==> src/design/dbg_harness_pkg.sv <==
`default_nettype none

package dbg_harness_pkg;

    // DMI side
    localparam int unsigned DMI_ADDR_W = 7;
    localparam int unsigned DMI_DATA_W = 32;

    // System bus side
    localparam int unsigned BUS_ADDR_W = 16;
    localparam int unsigned BUS_DATA_W = 64;
    localparam int unsigned BUS_BE_W   = BUS_DATA_W / 8;

    // Data memory window
    localparam logic [BUS_ADDR_W-1:0] DMEM_BASE  = 16'h4000;
    localparam int unsigned           DMEM_WORDS = 512;
    localparam int unsigned           DMEM_AW    = $clog2(DMEM_WORDS);
    localparam int unsigned           DMEM_OFS   = $clog2(BUS_BE_W); // Byte offset bits
    localparam logic [BUS_ADDR_W-1:0] DMEM_LAST  =
        DMEM_BASE + BUS_ADDR_W'(DMEM_WORDS * BUS_BE_W - 1);

    // Lost access detection
    localparam int unsigned SBA_TIMEOUT = 16;
    localparam int unsigned SBA_CNT_W   = $clog2(SBA_TIMEOUT + 1);

    // DMI register map
    localparam logic [DMI_ADDR_W-1:0] ADDR_SBCS    = 7'h38;
    localparam logic [DMI_ADDR_W-1:0] ADDR_SBADDR  = 7'h39;
    localparam logic [DMI_ADDR_W-1:0] ADDR_SBDATA0 = 7'h3C;
    localparam logic [DMI_ADDR_W-1:0] ADDR_SBDATA1 = 7'h3D;

    localparam logic [2:0] SIZE_32     = 3'd2;
    localparam logic [2:0] ERR_NONE    = 3'd0;
    localparam logic [2:0] ERR_TIMEOUT = 3'd1;

    typedef enum logic [1:0] {
        DMI_NOP,
        DMI_READ,
        DMI_WRITE
    } dmi_op_e;

    typedef struct packed {
        dmi_op_e               op;
        logic [DMI_ADDR_W-1:0] addr;
        logic [DMI_DATA_W-1:0] data;
    } dmi_req_t;

    typedef struct packed {
        logic       busyerror;
        logic       busy;
        logic       readonaddr;
        logic [2:0] access;
        logic [2:0] error;
    } sbcs_t;

    typedef struct packed {
        logic                  we;
        logic [BUS_ADDR_W-1:0] addr;
        logic [BUS_BE_W-1:0]   be;
        logic [BUS_DATA_W-1:0] wdata;
    } bus_req_t;

    typedef struct packed {
        logic [BUS_DATA_W-1:0] rdata;
    } bus_rsp_t;

    typedef struct packed {
        logic                  start;
        logic                  write;
        logic [BUS_ADDR_W-1:0] addr;
        logic [2:0]            size;
        logic [BUS_DATA_W-1:0] data;
    } sba_cmd_t;

    typedef struct packed {
        logic                  done;
        logic                  err;
        logic [BUS_DATA_W-1:0] rdata;
    } sba_done_t;

endpackage

`default_nettype wire

==> src/design/sba_fsm.sv <==
`timescale 1ns/1ps
`default_nettype none

module sba_fsm import dbg_harness_pkg::*; (
    input  logic      clk_i,
    input  logic      arst_n_i,
    input  sba_cmd_t  cmd_i,
    output sba_done_t done_o,
    output logic      breq_valid_o,
    output bus_req_t  breq_o,
    input  logic      brsp_valid_i,
    input  bus_rsp_t  brsp_i,
    output logic      timer_run_o,
    input  logic      timer_expired_i
);

    typedef enum logic [1:0] {
        S_IDLE,
        S_ISSUE,
        S_WAIT,
        S_FINISH
    } state_e;

    state_e                state_q;
    state_e                state_d;
    bus_req_t              req_q;
    logic                  err_q;
    logic [BUS_DATA_W-1:0] rdata_q;
    logic [BUS_BE_W-1:0]   be;

    // Sub-word access selects one half of the word
    assign be = (cmd_i.size == SIZE_32) ? (cmd_i.addr[2] ? 8'hF0 : 8'h0F) : 8'hFF;

    always_comb begin
        state_d = state_q;
        case (state_q)
            S_IDLE:   if (cmd_i.start) state_d = S_ISSUE;
            S_ISSUE:  state_d = S_WAIT;
            S_WAIT:   if (brsp_valid_i || timer_expired_i) state_d = S_FINISH;
            default:  state_d = S_IDLE;
        endcase
    end

    always_ff @(posedge clk_i or negedge arst_n_i) begin
        if (!arst_n_i) begin
            state_q <= S_IDLE;
        end else begin
            state_q <= state_d;
        end
    end

    always_ff @(posedge clk_i) begin
        if (state_q == S_IDLE && cmd_i.start) begin
            req_q <= '{we: cmd_i.write, addr: cmd_i.addr, be: be, wdata: cmd_i.data};
        end
        if (state_q == S_WAIT) begin
            if (brsp_valid_i) begin // Response wins over a late expiry
                err_q   <= 1'b0;
                rdata_q <= brsp_i.rdata;
            end else if (timer_expired_i) begin
                err_q   <= 1'b1;
                rdata_q <= '0;
            end
        end
    end

    assign breq_valid_o = (state_q == S_ISSUE);
    assign breq_o       = req_q;
    assign timer_run_o  = (state_q == S_WAIT);
    assign done_o       = '{done: (state_q == S_FINISH), err: err_q, rdata: rdata_q};

endmodule

`default_nettype wire

==> config.mk <==
export PLATFORM = sky130hd
export DESIGN_NAME = sba_fsm
export DESIGN_NICKNAME = d
export VERILOG_FILES = /design/src/design/dbg_harness_pkg.sv /design/src/design/sba_fsm.sv
export SDC_FILE = /design/constraint.sdc
export NUM_CORES = 1
export LEC_CHECK = 0
export ABC_AREA = 1
export BUFFER_PORTS_ARGS = -buffer_cell sky130_fd_sc_hd__buf_4
export CAP_MARGIN = 0
export CORE_ASPECT_RATIO = 0.5
export CORE_MARGIN = 3
export CORE_UTILIZATION = 43
export DETAILED_ROUTE_END_ITERATION = 8
export PLACE_DENSITY = 0.84
export SLEW_MARGIN = 20
export SYNTH_ARGS = -nofsm -noshare
export SYNTH_HDL_FRONTEND = slang
export SYNTH_SLANG_ARGS = --single-unit
==> constraint.sdc <==
create_clock -name clk_i -period 4.9 [get_ports clk_i]
set_input_delay 0.735 -clock clk_i [delete_from_list [all_inputs] [get_ports clk_i]]
set_output_delay 0.735 -clock clk_i [all_outputs]
set_load 0.02 [all_outputs]
### Word-level counts from Yosys, hierarchy flattened

Cells that the tools add are included.
W data, S select, Z words.

* output and inout port bits: 157
* flip-flop bits (word level): 156

* muxes and demuxes: 7
* eq/ne operators: 6
* reduce and logical (&&, ||, !) cells: 6

Operators with widths (number)
* $mux W64: 2
* $mux W8: 1
* $pmux W2 S3: 1
* $eq A2 B2 Y1 const B: 2
* $mux W2: 2
* $reduce_and A2 Y1: 2
* $eq A3 B2 Y1 const B: 1
* $eq A2 B1 Y1 const B: 1
* $logic_not A2 Y1: 1
* $ne A2 B1 Y1 const B: 1
* $ne A2 B2 Y1 const B: 1
* $reduce_bool A2 Y1: 1
* $logic_and A1 B1 Y1: 1
* $logic_or A1 B1 Y1: 1
* $mux W1: 1

### Depth between registers and ports, before layout

* depth in word-level cells: 3
* mapped depth: 6
* depth with buffers taken out: 6

### Worst setup path before layout

OpenSTA, ideal clock, no wires.

* kind: in2reg
* from: input timer_expired_i
* to: register err_q, enable pin
* stages: 2
* buffers on the path: 0
* arrival time: 3.521 ns
* path slack: 0.890 ns
* cells stage by stage: nor2_1 > nor2_1

* cells in the longest elaborated chain, start to end: 2

RTL lines
* from (decl): RTL line sba_fsm.sv:14 `input logic timer_expired_i`
* $reduce_bool A2 Y1 (no source line)
* $reduce_and A2 Y1 (no source line)
* to (signal assigned): RTL line sba_fsm.sv:58 `err_q <= 1'b0;`
* to (signal assigned): RTL line sba_fsm.sv:61 `err_q <= 1'b1;`
* to (decl): RTL line sba_fsm.sv:27 `logic err_q;`

No other way between the ends.
A chain may end at the register's enable or synchronous reset.

### Worst setup path in the final report

* from: input brsp_valid_i
* to: register rdata_q[1], enable pin

* cells in the longest elaborated chain, start to end: 2

RTL lines
* from (decl): RTL line sba_fsm.sv:11 `input logic brsp_valid_i,`
* $reduce_bool A2 Y1 (no source line)
* $reduce_and A2 Y1 (no source line)
* to (signal assigned): RTL line sba_fsm.sv:59 `rdata_q <= brsp_i.rdata;`
* to (decl): RTL line sba_fsm.sv:28 `logic [BUS_DATA_W-1:0] rdata_q;`

No other way between the ends.

==> results.md <==
Clock tree:
- The root buffer selected by CTS is clkbuf_16.
- The number of H-tree levels is 4.
- TritonCTS created 17 clock buffers.
- The number of cells upsized or downsized after cts is 0.
- TritonCTS built the clock tree.
- The number of buffers added for setup after CTS is 0.
- The quantity of hold-fixing buffers added after cts is 0.
- The clock transition at the register clock pins on the worst setup and hold paths after CTS is 0.06 ns.
- The worst-skew pair later-pin latency is 0.41 ns.
- The number of clock sinks is 150.
- The maximum buffer depth of the clock tree is 2.

GRT:
- The number of antenna violations at the first check in global routing is 0.
- The number of global-route vias before repair was 3786.
- The largest net degree at the start of global routing is 67.
- After global routing the overflow that remains totals 0.
- The total track usage is 0.202.
- The wire length of the first global-routing pass is 20.5 mm.

Detailed routing:
- The iteration-0 DRC count of the detailed router is 193.
- The detailed-routing iteration count for the pre-antenna-repair pass is 4.
- After detailed routing, the average wire length per cell comes to 17.2 um.
- In the routed design, unresolved DRC markers number 0.
- For this block, the routed nets add up to 13.9 mm of wire.
- The via density per instance is 4.37.
- Detailed routing inserted a total of 3525 vias.
- The post-route antenna net violation count is 0.

Synthesis:
- The number of different library cells used by synthesis comes to 12.
- The synthesis warning total is 0.
- The synthesized netlist occupies a cell area of 5250 sq um.
- The net count of the mapped netlist is 477.
- The sequential share of the synthesized area is 0.856.
- The mean cell area of the mapped netlist is 16.5 sq um.
- The synthesized design contains 150 register bits.
- Counting every instance in the synthesized netlist gives 319.

Power:
- For this design the total switching power over the nets is 1290 uW.
- The internal portion of total power is 2950 uW.
- The power share of the combinational group is 0.257.
- Of the total power, registers draw 0.438.
- Summed over all cells, the static leakage comes to 0.00393 uW.
- Of the total power, the share spent switching nets is 0.304.
- The maximum vdd drop is 0.000271 V.
- The power density relative to cell area is 512 nW/um^2.
- The share of total power dissipated in the clock network is 0.306.

Worst setup path:
- The setup path with the least slack is of type primary input to flop.
- For the worst setup path, the data arrival time is 2.63 ns.
- The critical path goes through buf_4 -> nor2_1 -> nor2_4 -> buf_4.
- At the worst endpoint, the required time is 4.95 ns.
- The most numerous cell type found on the critical path is buf_4.
- The delay of the slowest critical-path stage is 0.69 ns.
- The peak fanout along the critical path is 66.
- The largest individual stage delay along the critical path comes from the cell nor2_4.
- STA classifies the critical path startpoint as a primary input.
- The worst setup path is captured at a flop.

Status:
- The flow ran to the end, and the final reports show no timing, DRC or antenna violations.

Timing:
- The post-route worst setup slack is 2.32 ns.
- The final max-slew violation count is 0.
- Measured against its own limit, the worst slew margin works out to 0.424.
- The final period utilization is 0.526.
- The fmax is 388 MHz.
- Clock skew on the completed layout was measured at 0.00680 ns.
- The smallest clock period supported by the final layout is computed as 2.58 ns.
- Setup repair after global routing left no endpoint under its margin.
- The count of final hold-check violations came to 0.
- The slew of the pin with the lowest slew margin is 0.862 ns.
- Adding up every negative setup slack in the final design gives 0 ns.
- The total setup violations reported at the end of the flow is 0.

Final layout:
- In the final layout, the share of cells above drive strength 1 is 0.532.
- The filler cells instantiated in the layout total 775.
- Leaving out fill and tap cells, the most frequent cell in the layout is buf_4.
- The post-route cell area is 8260 sq um.
- The post-layout instance count excluding filler cells is 807.
- In the layout the commonest cells are buf_4, edfxtp_1, nand2_1.
- The final-stage net count is 793.
- The repair_antennas step left the layout with diodes totalling 0.
- The area added between synthesis and finish is 57.4%.

Placed design:
- Routability-driven placement finished with a final weighted congestion of 0.836.
- Including well taps, the total number of placed cells is 775.
- Port buffering added 309 buffers.
- The sum of net half-perimeters after detailed placement is 10.7 mm.
- The area of placed instances is 7670 sq um.
- The worst slack after detailed placement is 1.88 ns.

Die:
- The initial core utilization is 0.458.
- The floorplan step defined a core boundary enclosing 11500 sq um.
- Measured along the y axis, the die boundary spans 84.1 um.
- The number of placement rows is 27.
- The floorplan die width is 162 um.
- 310 I/O pins were placed.
- The floorplan step defined a die boundary enclosing 13700 sq um.

Min path:
- The tightest min-delay check is of the primary input to asynchronous set/reset pin type.

Run:
- The max-capacitance violation count is 0.
[per-layer routing]
metal	track usage	part of all wire
met5	0	0
met3	0.0517	0.057
met1	0.206	0.35
met2	0.397	0.58
met4	0.0751	0.016
[cell type report]
class	instances	area [sq um]	area share
Sequential cell	150	4490	0.544
Timing Repair Buffer	311	2330	0.283
Clock buffer	17	425	0.0515
Multi-Input combinational cell	85	379	0.0459
Inverter	70	264	0.0320
Tap cell	159	199	0.0241
Clock inverter	15	165	0.0200
[critical path: cells and delay by family]
kind,cells,cell delay (ns)
buffers and inverters,2,0.98
and+or+nand+nor,2,0.87
[synthesized netlist by cell type]
| library cell | count | share of area |
|---|---|---|
| nor3b_1 | 1 | 0.0014 |
| dfrtp_1 | 2 | 0.0095 |
| or2_2 | 1 | 0.0012 |
| buf_4 | 8 | 0.011 |
| edfxtp_1 | 148 | 0.85 |
| buf_6 | 5 | 0.011 |
| nor2_1 | 2 | 0.0014 |
| buf_2 | 1 | 0.00095 |
| ha_1 | 5 | 0.012 |
| nand2_1 | 74 | 0.053 |
| inv_1 | 70 | 0.050 |
| nand3_1 | 2 | 0.0019 |
[logic make-up (layout without fill, tap and decap cells)]
logic type,after synthesis,after routing,share of synthesized area
adder cells (fa/ha/maj),5,5,0.0119
flip-flops,150,150,0.856
buffers and inverters,84,413,0.0732
AND/OR/NAND/NOR,80,80,0.0589
[sequential cells by signal, indices dropped and copies added (netlist names)]
name and flops:
err_q 1, rdata_q 64, state_q 2, breq_o 83
[through the flow]
step | power (uW) | hold WS [ns] | util
floorplan | 2430 | 0.439 | -
global placement | 2940 | 0.508 | 0.670
detailed placement | 2980 | 0.520 | 0.670
CTS | 4270 | 0.0866 | 0.721
global route | 4400 | 0.0783 | 0.721
finish | 4230 | 0.103 | 0.721
[power groups by stage]
stage / combinational, uW / sequential [uW] / clock, uW
detailed placement: 1100 / 1880 / 0
global route: 1150 / 1880 / 1380
floorplan: 232 / 2200 / 0
CTS: 1100 / 1850 / 1310
global placement: 1080 / 1860 / 0
finish: 1090 / 1850 / 1290
[path summary, 6_finish.rpt]
| path | start | endpoint | slack, ns | depth (start not counted) |
|---|---|---|---|---|
| worst max-delay path | brsp_valid_i | rdata_q[1] | 2.32 | 4 |
| worst min-delay path | arst_n_i | state_q[0] | 0.10 | 1 |
| worst max register to register | state_q[0] | rdata_q[1] | 2.54 | 5 |
| worst min register to register | state_q[0] | state_q[0] | 0.56 | 2 |
| max in group asynchronous | arst_n_i | state_q[1] | 4.71 | 1 |
| min in group clk_i | cmd_i[28] | breq_o[28] | 0.51 | 1 |
Power figures use the tool's default switching activity.
