File: src/design/dbg_harness_pkg.sv
`default_nettype none

package dbg_harness_pkg;

    // DMI side
    localparam int unsigned DMI_ADDR_W = 7;
    localparam int unsigned DMI_DATA_W = 32;

    // System bus side
    localparam int unsigned BUS_ADDR_W = 16;
    localparam int unsigned BUS_DATA_W = 64;
    localparam int unsigned BUS_BE_W   = BUS_DATA_W / 8;

    // Data memory window
    localparam logic [BUS_ADDR_W-1:0] DMEM_BASE  = 16'h4000;
    localparam int unsigned           DMEM_WORDS = 512;
    localparam int unsigned           DMEM_AW    = $clog2(DMEM_WORDS);
    localparam int unsigned           DMEM_OFS   = $clog2(BUS_BE_W); // Byte offset bits
    localparam logic [BUS_ADDR_W-1:0] DMEM_LAST  =
        DMEM_BASE + BUS_ADDR_W'(DMEM_WORDS * BUS_BE_W - 1);

    // Lost access detection
    localparam int unsigned SBA_TIMEOUT = 16;
    localparam int unsigned SBA_CNT_W   = $clog2(SBA_TIMEOUT + 1);

    // DMI register map
    localparam logic [DMI_ADDR_W-1:0] ADDR_SBCS    = 7'h38;
    localparam logic [DMI_ADDR_W-1:0] ADDR_SBADDR  = 7'h39;
    localparam logic [DMI_ADDR_W-1:0] ADDR_SBDATA0 = 7'h3C;
    localparam logic [DMI_ADDR_W-1:0] ADDR_SBDATA1 = 7'h3D;

    localparam logic [2:0] SIZE_32     = 3'd2;
    localparam logic [2:0] ERR_NONE    = 3'd0;
    localparam logic [2:0] ERR_TIMEOUT = 3'd1;

    typedef enum logic [1:0] {
        DMI_NOP,
        DMI_READ,
        DMI_WRITE
    } dmi_op_e;

    typedef struct packed {
        dmi_op_e               op;
        logic [DMI_ADDR_W-1:0] addr;
        logic [DMI_DATA_W-1:0] data;
    } dmi_req_t;

    typedef struct packed {
        logic       busyerror;
        logic       busy;
        logic       readonaddr;
        logic [2:0] access;
        logic [2:0] error;
    } sbcs_t;

    typedef struct packed {
        logic                  we;
        logic [BUS_ADDR_W-1:0] addr;
        logic [BUS_BE_W-1:0]   be;
        logic [BUS_DATA_W-1:0] wdata;
    } bus_req_t;

    typedef struct packed {
        logic [BUS_DATA_W-1:0] rdata;
    } bus_rsp_t;

    typedef struct packed {
        logic                  start;
        logic                  write;
        logic [BUS_ADDR_W-1:0] addr;
        logic [2:0]            size;
        logic [BUS_DATA_W-1:0] data;
    } sba_cmd_t;

    typedef struct packed {
        logic                  done;
        logic                  err;
        logic [BUS_DATA_W-1:0] rdata;
    } sba_done_t;

endpackage

`default_nettype wire

File: src/design/sba_timer.sv
`timescale 1ns/1ps
`default_nettype none

module sba_timer import dbg_harness_pkg::*; (
    input  logic clk_i,
    input  logic arst_n_i,
    input  logic run_i,
    output logic expired_o
);

    logic [SBA_CNT_W-1:0] cnt_q;
    logic                 expired_q;

    always_ff @(posedge clk_i or negedge arst_n_i) begin
        if (!arst_n_i) begin
            cnt_q     <= '0;
            expired_q <= 1'b0;
        end else if (!run_i) begin
            cnt_q     <= '0;
            expired_q <= 1'b0;
        end else begin
            if (cnt_q != SBA_CNT_W'(SBA_TIMEOUT)) cnt_q <= cnt_q + 1'b1; // Saturate
            expired_q <= (cnt_q == SBA_CNT_W'(SBA_TIMEOUT - 1));
        end
    end

    assign expired_o = expired_q;

endmodule

`default_nettype wire

File: config.mk
export PLATFORM = sky130hd
export DESIGN_NAME = sba_timer
export DESIGN_NICKNAME = d
export VERILOG_FILES = /design/src/design/dbg_harness_pkg.sv /design/src/design/sba_timer.sv
export SDC_FILE = /design/constraint.sdc
export NUM_CORES = 1
export LEC_CHECK = 0
export BUFFER_PORTS_ARGS = -buffer_cell sky130_fd_sc_hd__buf_2
export CORE_AREA = 4 4 41 43
export CTS_BUF_LIST = sky130_fd_sc_hd__clkbuf_4
export DETAILED_ROUTE_END_ITERATION = 10
export DIE_AREA = 0 0 45 47
export GPL_TIMING_DRIVEN = 0
export PLACE_DENSITY = 0.45
export SLEW_MARGIN = 5
export SYNTH_ARGS = -nofsm -noshare
export SYNTH_HDL_FRONTEND = slang
export SYNTH_SLANG_ARGS = --single-unit
File: constraint.sdc
create_clock -name clk_i -period 1.25 [get_ports clk_i]
set_input_delay 0.1875 -clock clk_i [delete_from_list [all_inputs] [get_ports clk_i]]
set_output_delay 0.1875 -clock clk_i [all_outputs]
set_load 0.03 [all_outputs]
# Yosys cells after proc, flatten, opt, wreduce, memory -nomap -nowiden

Cells that the tools add are included.

Word-level logic and storage cells: 9
Bits in registers: 6
Bits of input ports: 3

Equality and inequality tests: 3
$add $sub $neg: 1
Mux-type cells: 3

Operator list:

| operator                                      | number |
|---|---|
| 2-to-1 mux 5 bit                              | 2 |
| adder 5 x 1 -> 5 bit, second input constant   | 1 |
| == test 5 x 4 -> 1 bit, second input constant | 1 |
| != test 5 bit, second input constant          | 1 |
| != test 2 x 1 -> 1 bit, second input constant | 1 |
| 2-to-1 mux 1 bit                              | 1 |

# Logic depth before layout (Yosys ltp)

Gate-level depths: netlist (run 1).

Depth after elaboration: 3
Depth in mapped cells: 4

# Least setup slack after synthesis (run 1)

OpenSTA, ideal clock, no wires.

Path kind: reg2reg
Start point: register cnt_q[0]
End point: register cnt_q[4]
Stages on the path, launching flop included: 5
Path buffers: 0
Slack: 0.002 ns
Setup time: 0.078 ns
Data arrival time: 1.170 ns
Required time: 1.172 ns
Path through: dfrtp_1 > ha_1 > and3_2 > ha_1 > a21boi_1

Cells in the longest elaborated chain, start to end: 3

RTL lines:

| what                   | line            | text |
|---|---|---|
| from (decl)            | sba_timer.sv:11 | `logic [SBA_CNT_W-1:0] cnt_q;` |
| from (signal assigned) | sba_timer.sv:22 | `if (cnt_q != SBA_CNT_W'(SBA_TIMEOUT)) cnt_q <= cnt_q + 1'b1;` |
| adder 5 x 1 -> 5 bit   | sba_timer.sv:22 |  |
| 2-to-1 mux 5 bit       | sba_timer.sv:22 |  |
| 2-to-1 mux 5 bit       | sba_timer.sv:18 | `end else if (!run_i) begin` |

Several ways; a longest one is shown, not always the timed one. The select of a mux whose other input is x is not followed.
A chain may end at the register's enable or synchronous reset.

# Final worst setup path (run 1)

Start point: register cnt_q[1]
End point: register cnt_q[4]

Same word-level chain as after synthesis.

==> key figures, run 1 <==
Yosys
  • Synth area leader: dfrtp_1
  • Synth top area cells: dfrtp_1, ha_1, mux2i_1
  • Synthesized cell area: 325.3 um^2
  • Net count after synthesis: 35
  • Prevailing post-synth register cell: dfrtp_1
  • Synth Warn #: 0
  • Sequential-to-total area share from yosys stat: a little under half
  • Synth Instances: 29
  • Synth cell types: 14
  • Avg Synthesized Cell Area: around 11 um^2
  • Fraction of registers with async set/reset: 100.0%
  • Commonest cells post-synth: dfrtp_1, nand2_1, ha_1, inv_1, mux2i_1
  • Register bit total from synthesis: 6
  • Most frequent cell after synthesis: dfrtp_1
  • Post-synth EDFFs: 0
  • Area fraction of the dominant cell type after synthesis: 46.15%

Global route
  • Met1 Resource Use GR: around 6.9%
  • Overflow after GRT: 0
  • Largest net degree at the start of global routing: 10
  • Met3 usage: 2.299%
  • Busiest layer in global routing: met2
  • Met2 Use GR: between 10% and 20%
  • Initial antenna violation count: 0
  • First-pass GRT wire length: about 1000 um
  • Vias in the first global route: about 270
  • Total GRT Usage: 7.375%

Hold path
  • Worst min path class: in2reg

STA
  • Post-route clock period utilization: 94.50%
  • Final setup violation count: 0
  • Final Hold Viols: 0
  • Worst clock skew: ~0.0055 ns
  • Achievable clock frequency: ~0.85 GHz
  • Final setup TNS: 0 ns
  • Post-layout min period: approximately 1.2 ns
  • Slew margin rel.: 91.47%
  • RSZ-0062 raised after global routing: false
  • Slew @ Worst Pin: between 0.1 and 0.15 ns
  • Final WS setup: about 0.069 ns
  • Max Transition Viols Final: 0

Cells and area
  • Nets: 47
  • Area Growth Syn to Fin: 33.08%
  • N_diodes: 0
  • Register area: between 150 and 200 um^2
  • Multi-input gate area: 182.7 um^2
  • Fill count: around 140
  • Fraction of layout cells with a size suffix above 1: about a third

Setup path
  • R2R setup slack: between 0.06 and 0.07 ns
  • WP data arrival: about 1.3 ns
  • CP Launch Point: cnt_q[1]
  • CP endpoint kind: flip-flop
  • WS Path Type: reg2reg
  • CP max FO: 4
  • CP required: between 1 and 1.5 ns
  • Reg-to-reg startpoint: cnt_q[1]
  • Cells on worst reg2reg path: 4
  • End of the critical path: cnt_q[4]
  • Worst r2r dst: cnt_q[4]
  • Critical Path Start Type: flip-flop

Floorplanning
  • Core Rows: 13
  • Area of the core: approximately 1300 um^2
  • DIE AREA: about 2100 um^2
  • Initial Utilization: between 20% and 30%
  • DIE WIDTH: between 40 and 50 um
  • IO Count: 4
  • Die Y: between 40 and 50 um

Pwr
  • Pwr Density: ~1100 nW/um^2
  • Peak VDD IR: 0.2801 mV
  • Leak: around 0.21 nW

Clocking
  • Num CTS Buffers: 3
  • Clock Tree Buf Depth: 2
  • Root Buffer: clkbuf_4
  • CTS H-Tree Depth: 1
  • CTS Sinks: 6
  • Clock Latency Late Sink: 0.25 ns
  • Worst-path clk slew: about 0.050 ns
  • CTS tree: yes

Flow run
  • # Max-Cap Violations: 0

Drt
  • Pre-antenna DRT Iters: 2
  • WL/cell: roughly 11 um
  • Antenna Nets Post-Route: 0
  • Residual DRC: 0
  • Total number of vias: 240
  • Vias/cell: roughly 4.4
  • DR iter-0 viols: 3
  • Routed WL: a little over 600 um

Outcome
  • Run status: finished, final reports clean

Placed design
  • Port bufs: 3
  • Pre-CTS setup slack: -0.05935 ns
  • DP HPWL: between 400 and 500 um
  • Final Wtd Congestion: between 0.6 and 0.7
==> layout by cell type, fill, tap and decap left out <==
| cell | synthesis | final |
|---|---|---|
| and4bb_4 | 1 | 1 |
| nand4bb_1 | 1 | 1 |
| xor2_1 | 1 | 1 |
| dfrtp_1 | 6 | 6 |
| ha_1 | 3 | 1 |
| buf_2 | 0 | 3 |
| ha_4 | 0 | 1 |
| a21boi_1 | 1 | 1 |
| nand3_1 | 1 | 1 |
| and3_1 | 1 | 1 |
| nand2_1 | 4 | 4 |
| inv_1 | 3 | 3 |
| mux2i_1 | 3 | 3 |
| dlygate4sd3_1 | 0 | 1 |
| and3_4 | 0 | 1 |
| nand2b_1 | 2 | 2 |
| and2_1 | 1 | 1 |
| buf_4 | 0 | 3 |
| clkbuf_4 | 0 | 3 |
| ha_2 | 0 | 1 |
==> worst max-delay path, stage by stage, from the launching register on <==
cell and delay [ns]:
dfrtp_1 0.40, ha_2 0.19, and3_4 0.18, ha_4 0.25
a21boi_1 0.05
==> cells by family after synthesis <==
group                    Yosys count  share of synthesized area, %
AO/OA/AOI/OAI                      1                         2.309
XOR/XNOR                           1                         2.693
adder cells (fa/ha/maj)            3                         11.54
buffers and inverters              3                         3.461
flip-flops                         6                         46.15
multiplexers                       3                         9.231
AND/OR/NAND/NOR                   12                         24.62
==> worst min path at each step <==
stage / cells after the start / start / slack, ns / end
after CTS: 2 / run_i / 0.25 / cnt_q[4]
after global routing: 2 / run_i / 0.27 / cnt_q[4]
after floorplan: 0 / arst_n_i / -0.11 / cnt_q[0]
after global placement: 1 / arst_n_i / 0.02 / expired_o
after detailed placement: 1 / arst_n_i / 0.02 / expired_o
final: 2 / run_i / 0.26 / cnt_q[4]
==> metrics by stage <==
| stage | hold WS (ns) | power [mW] | cells | utilization (%) | area (um^2) |
|---|---|---|---|---|---|
| floorplan | -0.1081 | 0.2382 | 29 | - | 325.3 |
| global placement | 0.02006 | 0.2526 | 47 | 27.60 | 359.1 |
| detailed placement | 0.02327 | 0.2556 | 47 | 27.60 | 359.1 |
| CTS | 0.2522 | 0.4604 | 53 | 31.73 | 412.9 |
| global route | 0.2721 | 0.4727 | 54 | 33.27 | 432.9 |
| finish | 0.2556 | 0.4570 | 54 | 33.27 | 432.9 |
==> registers in the layout, indices dropped and copies added, names as in the netlist <==
signal,count
cnt_q,5
expired_o,1
==> report_power, final <==
group | total (mW) | leakage [nW] | switching (mW) | internal, mW
sequential | 0.212 | 0.0813 | 0.00892 | 0.203
clock | 0.193 | 0.0138 | 0.0832 | 0.110
combinational | 0.0522 | 0.115 | 0.0244 | 0.0277
total | 0.457 | 0.210 | 0.117 | 0.341
==> timing repair <==
action                     in CTS  in global routing
hold endpoints to repair        6                  0
hold buffers                    1                  0
pin swaps                       2                  2
setup buffers                   2                  1
resized for setup               2                  1
setup endpoints to repair       2                  2
==> layer usage <==
metal  routed length (um)  vias up
li1                     -      121
met1                  232      111
met2                  335        6
met3                   31        2
met4                   15        0
met5                    0        -
==> layout make-up <==
class	instances	share of cell area (%)
clock buffers	3	5.202
inverters	3	2.601
multi-input cells	20	42.20
flip-flops and latches	6	34.68
well taps	15	4.335
repair buffers	7	10.98
No activity file was read; power rests on OpenSTA's default activity.
==> inputs of run 2 (changes only) <==
--- a/config.mk
+++ b/config.mk
@@ -6,11 +6,12 @@
 export NUM_CORES = 1
 export LEC_CHECK = 0
 export BUFFER_PORTS_ARGS = -buffer_cell sky130_fd_sc_hd__buf_2
-export CORE_AREA = 4 4 41 43
+export CORE_AREA = 2 2 39 41
 export CTS_BUF_LIST = sky130_fd_sc_hd__clkbuf_4
 export DETAILED_ROUTE_END_ITERATION = 10
-export DIE_AREA = 0 0 45 47
+export DIE_AREA = 0 0 41 43
 export GPL_TIMING_DRIVEN = 0
+export HOLD_SLACK_MARGIN = 0.15
 export PLACE_DENSITY = 0.45
 export SLEW_MARGIN = 5
 export SYNTH_ARGS = -nofsm -noshare
==> key figures, run 2 (synthesis results as in run 1) <==
Cells and area
  • Fraction of layout cells with a size suffix above 1: 38.46% (+5.1 points)
  • Register area: 150.1 um^2 (unchanged)
  • Fill count: 153 (+8.5%)
  • Largest register FFs: 5 (unchanged)
  • Multi-input gate area: 195.2 um^2 (+6.8%)
  • Area Growth Syn to Fin: 38.46%
  • Largest Register: cnt_q
  • Commonest non-fill, non-tap cell in the layout: dfrtp_1
  • Nets: 47 (unchanged)
  • Layout Utilization: 32.55% (-0.72 points)
  • Finished Cell Area: 450.4 um^2 (+4.0%)
  • N_diodes: 0 (unchanged)
  • Commonest cells after routing, fill and taps aside: dfrtp_1, nand2_1, mux2i_1, clkbuf_4, buf_2

Placed design
  • Final Wtd Congestion: 0.6267 (-10%)
  • Port bufs: 3 (unchanged)
  • Placed Area: 360.3 um^2 (+0.35%)
  • Pre-CTS setup slack: -0.09493 ns (-0.03558 ns)

Clocking
  • Num CTS Buffers: 3 (unchanged)
  • Root Buffer: clkbuf_4
  • Clock Latency Late Sink: 0.26 ns (about the same)
  • Worst-path clk slew: 0.05 ns (about the same)
  • Clock Tree Buf Depth: 2 (unchanged)
  • CTS H-Tree Depth: 1 (unchanged)
  • CTS Sinks: 6 (unchanged)
  • CTS tree: yes

Global route
  • First-pass GRT wire length: 1110 um (+8.7%)
  • Total GRT Usage: 10.40% (+3.0 points)
  • Vias in the first global route: 280 (+2.9%)
  • Overflow after GRT: 0 (unchanged)
  • Initial antenna violation count: 0 (unchanged)
  • Largest net degree at the start of global routing: 10 (unchanged)

Drt
  • DR iter-0 viols: 1 (-2)
  • Antenna Nets Post-Route: 0 (unchanged)
  • WL/cell: 12.25 um (+7.6%)
  • Routed WL: 674 um (+9.6%)
  • Total number of vias: 253 (+5.4%)
  • Vias/cell: 4.600 (+3.5%)
  • Residual DRC: 0 (unchanged)
  • Pre-antenna DRT Iters: 2 (unchanged)

Setup path
  • Worst r2r dst: cnt_q[4]
  • WS Path Type: reg2reg
  • Critical Path Start Type: flip-flop
  • WP data arrival: 1.34 ns (+0.02 ns)
  • CP endpoint kind: flip-flop
  • Cells on worst reg2reg path: 4 (unchanged)
  • CP required: 1.39 ns (about the same)
  • Reg-to-reg startpoint: cnt_q[1]
  • CP max FO: 4 (unchanged)
  • R2R setup slack: 0.05 ns (-0.02 ns)

Outcome
  • Run status: finished, final reports clean

STA
  • Max Transition Viols Final: 0 (unchanged)
  • Final WS setup: 0.04813 ns (-0.02058 ns)
  • Final Hold Viols: 0 (unchanged)
  • Post-route clock period utilization: 96.15% (+1.6 points)
  • Slew margin rel.: 89.98% (-1.5 points)
  • Worst clock skew: 0.009007 ns (+0.003529 ns)
  • Achievable clock frequency: 0.8320 GHz (-1.7%)
  • RSZ-0062 raised after global routing: false
  • Slew @ Worst Pin: 0.1461 ns (+0.02164 ns)
  • Post-layout min period: 1.202 ns (+0.02058 ns)
  • Final setup TNS: 0 ns (unchanged)
  • Final setup violation count: 0 (unchanged)

Floorplanning
  • Initial Utilization: 23.51% (-1.5 points)
  • DIE WIDTH: 41 um (-8.9%)
  • Area of the core: 1384 um^2 (+6.3%)
  • Die Y: 43 um (-8.5%)
  • DIE AREA: 1763 um^2 (-17%)
  • Core Rows: 14 (+1)
  • IO Count: 4 (unchanged)

Pwr
  • Pwr Density: 1028 nW/um^2 (-2.6%)
  • Leak: 0.2115 nW (+0.64%)
  • Peak VDD IR: 0.4922 mV (+76%)
  • Total power: 463.1 uW (+1.3%)

Hold path
  • Hold EP: cnt_q[1]
  • Min-Delay Startpoint: run_i
  • Hold path cells: 3 (+1)
  • Worst min path class: in2reg

Flow run
  • # Max-Cap Violations: 0 (unchanged)
==> run 2: cell types whose count changed in the layout (fill, tap and decap cells not counted) <==
cell / before / now
buf_4: 3 / 2
buf_6: 0 / 1
ha_1: 1 / 0
ha_4: 1 / 2
inv_1: 3 / 2
inv_2: 0 / 1
==> run 2: area by class of cell <==
class,count,share of cell area (%)
clock buffers,3,5.000
inverters,3,2.500
multi-input cells,20,43.33
flip-flops and latches,6,33.33
well taps,16,4.444
repair buffers,7,11.39
==> run 2: power by group <==
part,internal [mW],switching [mW],leakage [nW],total (mW)
clock,0.109,0.0789,0.0138,0.188
sequential,0.204,0.00954,0.0813,0.213
combinational,0.0336,0.0283,0.116,0.0619
==> run 2: how the worst max path moves through the flow <==
stage          startpoint       end  slack, ns
6_report         cnt_q[1]  cnt_q[4]       0.05
5_1_grt          cnt_q[0]  cnt_q[0]       0.01
4_1_cts          cnt_q[0]  cnt_q[1]      0.001
3_5_place_dp     cnt_q[0]  cnt_q[4]      -0.09
3_3_place_gp     cnt_q[0]  cnt_q[4]      -0.04
2_1_floorplan    cnt_q[0]  cnt_q[4]      0.002
==> run 2: through the flow <==
stage	cells	hold slack, ns
2_1_floorplan	29	-0.1081
3_3_place_gp	48	0.01905
3_5_place_dp	48	0.02279
4_1_cts	55	0.2597
5_1_grt	55	0.2556
6_report	55	0.2554
==> run 2: worst max-delay path, stage by stage, from the launching register on <==
cell	delay (ns)
dfrtp_1	0.40
ha_2	0.20
and3_4	0.18
ha_4	0.25
a21boi_1	0.05
==> run 2: routing by layer <==
metal  part of all wire [%]  track usage (%)  up-vias  wire length (um)
met4                    1.6            4.000        0                11
met5                      0                0        -                 0
met3                    7.4            9.424        3                50
met2                     58            18.75        6               390
li1                       -                -      117                 -
met1                     33            6.230      127               221
==> run 2: what timing repair did <==
action	CTS	global route
resized for setup	5	2
setup endpoints to repair	2	2
hold buffers	1	0
pin swaps	3	0
hold endpoints to repair	6	0
buffers inserted	3	0
==> inputs of run 3 (changes only) <==
--- a/config.mk
+++ b/config.mk
@@ -12,7 +12,6 @@
 export DIE_AREA = 0 0 41 43
 export GPL_TIMING_DRIVEN = 0
 export HOLD_SLACK_MARGIN = 0.15
-export PLACE_DENSITY = 0.45
 export SLEW_MARGIN = 5
 export SYNTH_ARGS = -nofsm -noshare
 export SYNTH_HDL_FRONTEND = slang
==> constraint.sdc (replaced) <==
create_clock -name clk_i -period 1.1 [get_ports clk_i]
set_input_delay 0.165 -clock clk_i [delete_from_list [all_inputs] [get_ports clk_i]]
set_output_delay 0.165 -clock clk_i [all_outputs]
set_load 0.03 [all_outputs]
==> key figures, run 3 (synthesis results as in run 1) <==
Global route
  • First-pass GRT wire length: 876 um (-21%)
  • Overflow after GRT: 0 (unchanged)
  • Total GRT Usage: 7.847% (-2.6 points)
  • Largest net degree at the start of global routing: 10 (unchanged)
  • Initial antenna violation count: 0 (unchanged)
  • Vias in the first global route: 235 (-16%)

Flow run
  • # Max-Cap Violations: 0 (unchanged)

STA
  • Final Hold Viols: 0 (unchanged)
  • Slew margin rel.: 91.44% (+1.5 points)
  • Achievable clock frequency: 0.8391 GHz (+0.85%)
  • Post-layout min period: 1.192 ns (-0.01011 ns)
  • Final setup violation count: 5 (+5)
  • Post-route clock period utilization: 108.3% (+12 points)
  • RSZ-0062 raised after global routing: true
  • Final WS setup: -0.09176 ns (-0.1399 ns)
  • Min Hold Slack: 0.2485 ns (-0.006880 ns)
  • Worst clock skew: 0.0005230 ns (-0.008484 ns)
  • Slew @ Worst Pin: 0.1248 ns (-0.02129 ns)
  • Max Transition Viols Final: 0 (unchanged)

Pwr
  • Sw Ratio: 22.87% (-2.4 points)
  • Leak: 0.2065 nW (-2.4%)
  • Pwr Density: 1147 nW/um^2 (+12%)
  • Clk pwr share: 40.3% (-0.3 points)
  • Combinational fraction of design power: 10.8% (-2.6 points)
  • P_int: 382.9 uW (+11%)
  • Peak VDD IR: 0.4497 mV (-8.6%)
  • Total power: 496.4 uW (+7.2%)
  • Seq pwr share: 48.9% (+2.9 points)
  • Net Switching: 113.5 uW (-2.8%)

Drt
  • Residual DRC: 0 (unchanged)
  • Pre-antenna DRT Iters: 2 (unchanged)
  • Routed WL: 559 um (-17%)
  • DR iter-0 viols: 1 (unchanged)
  • Total number of vias: 236 (-6.7%)
  • Vias/cell: 4.370 (-5.0%)
  • Antenna Nets Post-Route: 0 (unchanged)
  • WL/cell: 10.35 um (-16%)

Placed design
  • Port bufs: 3 (unchanged)
  • DP HPWL: 413.2 um
  • Pre-CTS setup slack: -0.1035 ns (-0.008537 ns)
  • Final Wtd Congestion: 0.5628 (-10%)

Clocking
  • CTS tree: yes
  • CTS H-Tree Depth: 1 (unchanged)
  • CTS Sinks: 6 (unchanged)
  • Clock Latency Late Sink: 0.24 ns (-0.02 ns)
  • Num CTS Buffers: 3 (unchanged)
  • Worst-path clk slew: 0.04 ns (about the same)
  • Root Buffer: clkbuf_4
  • Clock Tree Buf Depth: 2 (unchanged)

Setup path
  • CP bufs+invs: 0 (unchanged)
  • Critical Path Start Type: flip-flop
  • CP required: 1.23 ns (-0.16 ns)
  • CP max FO: 4 (unchanged)
  • WS Path Type: reg2reg
  • CP endpoint kind: flip-flop
  • Max stage delay on crit path: 0.41 ns (about the same)
  • WP data arrival: 1.32 ns (-0.02 ns)
  • R2R setup slack: -0.09 ns (-0.14 ns)
  • CP max stage cell: dfrtp_1
  • CP Cell Sequence: ha_2 > and3_4 > ha_4 > a21boi_2
  • Crit path max-delay family: adder cells

Floorplanning
  • DIE WIDTH: 41 um (unchanged)
  • DIE AREA: 1763 um^2 (unchanged)
  • Area of the core: 1384 um^2 (unchanged)
  • Core Rows: 14 (unchanged)
  • Initial Utilization: 23.51% (unchanged)
  • IO Count: 4 (unchanged)
  • Die Y: 43 um (unchanged)

Cells and area
  • N_diodes: 0 (unchanged)
  • Area Growth Syn to Fin: 33.08%
  • Largest register FFs: 5 (unchanged)
  • Fraction of layout cells with a size suffix above 1: 36.84% (-1.6 points)
  • Commonest non-fill, non-tap cell in the layout: dfrtp_1
  • Fill count: 151 (-1.3%)
  • Commonest cells after routing, fill and taps aside: dfrtp_1, nand2_1
  • Nets: 46 (-2.1%)
  • Largest Register: cnt_q
  • Layout Utilization: 31.28% (-1.3 points)

Outcome
  • Failing checks: setup timing
  • Run status: finished with violations

Hold path
  • Worst min path class: in2reg
-- run 3: area by class of cell --
| type | instances | area (um^2) | area share [%] |
|---|---|---|---|
| multi-input combinational | 20 | 188.9 | 43.64 |
| sequential | 6 | 150.1 | 34.68 |
| timing repair buffer | 6 | 40.04 | 9.249 |
| clock buffer | 3 | 22.52 | 5.202 |
| tap | 16 | 20.02 | 4.624 |
| inverter | 3 | 11.26 | 2.601 |
-- run 3: path summary, 6_finish.rpt --
check,depth (start not counted),startpoint,endpoint
max,4,cnt_q[0],cnt_q[4]
min,3,run_i,cnt_q[1]
max reg2reg,4,cnt_q[0],cnt_q[4]
min reg2reg,2,cnt_q[1],cnt_q[1]
max in group asynchronous,2,arst_n_i,cnt_q[3]
min in group asynchronous,2,arst_n_i,cnt_q[2]
-- run 3: power by group through the flow --
stage	Sequential [mW]	Combinational, mW	Clock, mW
4_1_cts	0.242	0.0538	0.212
3_5_place_dp	0.246	0.0439	0
6_report	0.243	0.0536	0.200
2_1_floorplan	0.244	0.0279	0
3_3_place_gp	0.246	0.0422	0
5_1_grt	0.244	0.0597	0.228
-- run 3: per-stage QoR --
step	TNS [ns]	instance area, um^2	cells
after global placement	-0.2680	379.1	48
final	-0.3061	432.9	54
after detailed placement	-0.3064	379.1	48
after CTS	-0.3446	429.2	54
after global routing	-0.5470	432.9	54
after floorplan	-0.09591	344.1	29
-- run 3: timing repair --
item / CTS / global route
endpoints found under the setup margin: 4 / 5
endpoints found under the hold margin: 6 / 0
pin swaps: 4 / 2
setup buffers: 2 / 0
hold buffers: 1 / 0
gates resized for setup: 1 / 1
-- run 3: metal layers --
layer / track usage (%) / wire length [um] / vias up
li1: - / - / 116
met1: 6.796 / 246 / 112
met2: 13.13 / 262 / 6
met3: 1.571 / 31 / 2
met4: 8.000 / 18 / 0
met5: 0 / 0 / -
-- run 3: worst reg2reg max path, delay by kind of cell (launching register included) --
kind | cells | cell delay, ns
AO/OA/AOI/OAI | 1 | 0.04
adder cells (fa/ha/maj) | 2 | 0.45
AND/OR/NAND/NOR | 1 | 0.18
flip-flops | 1 | 0.41
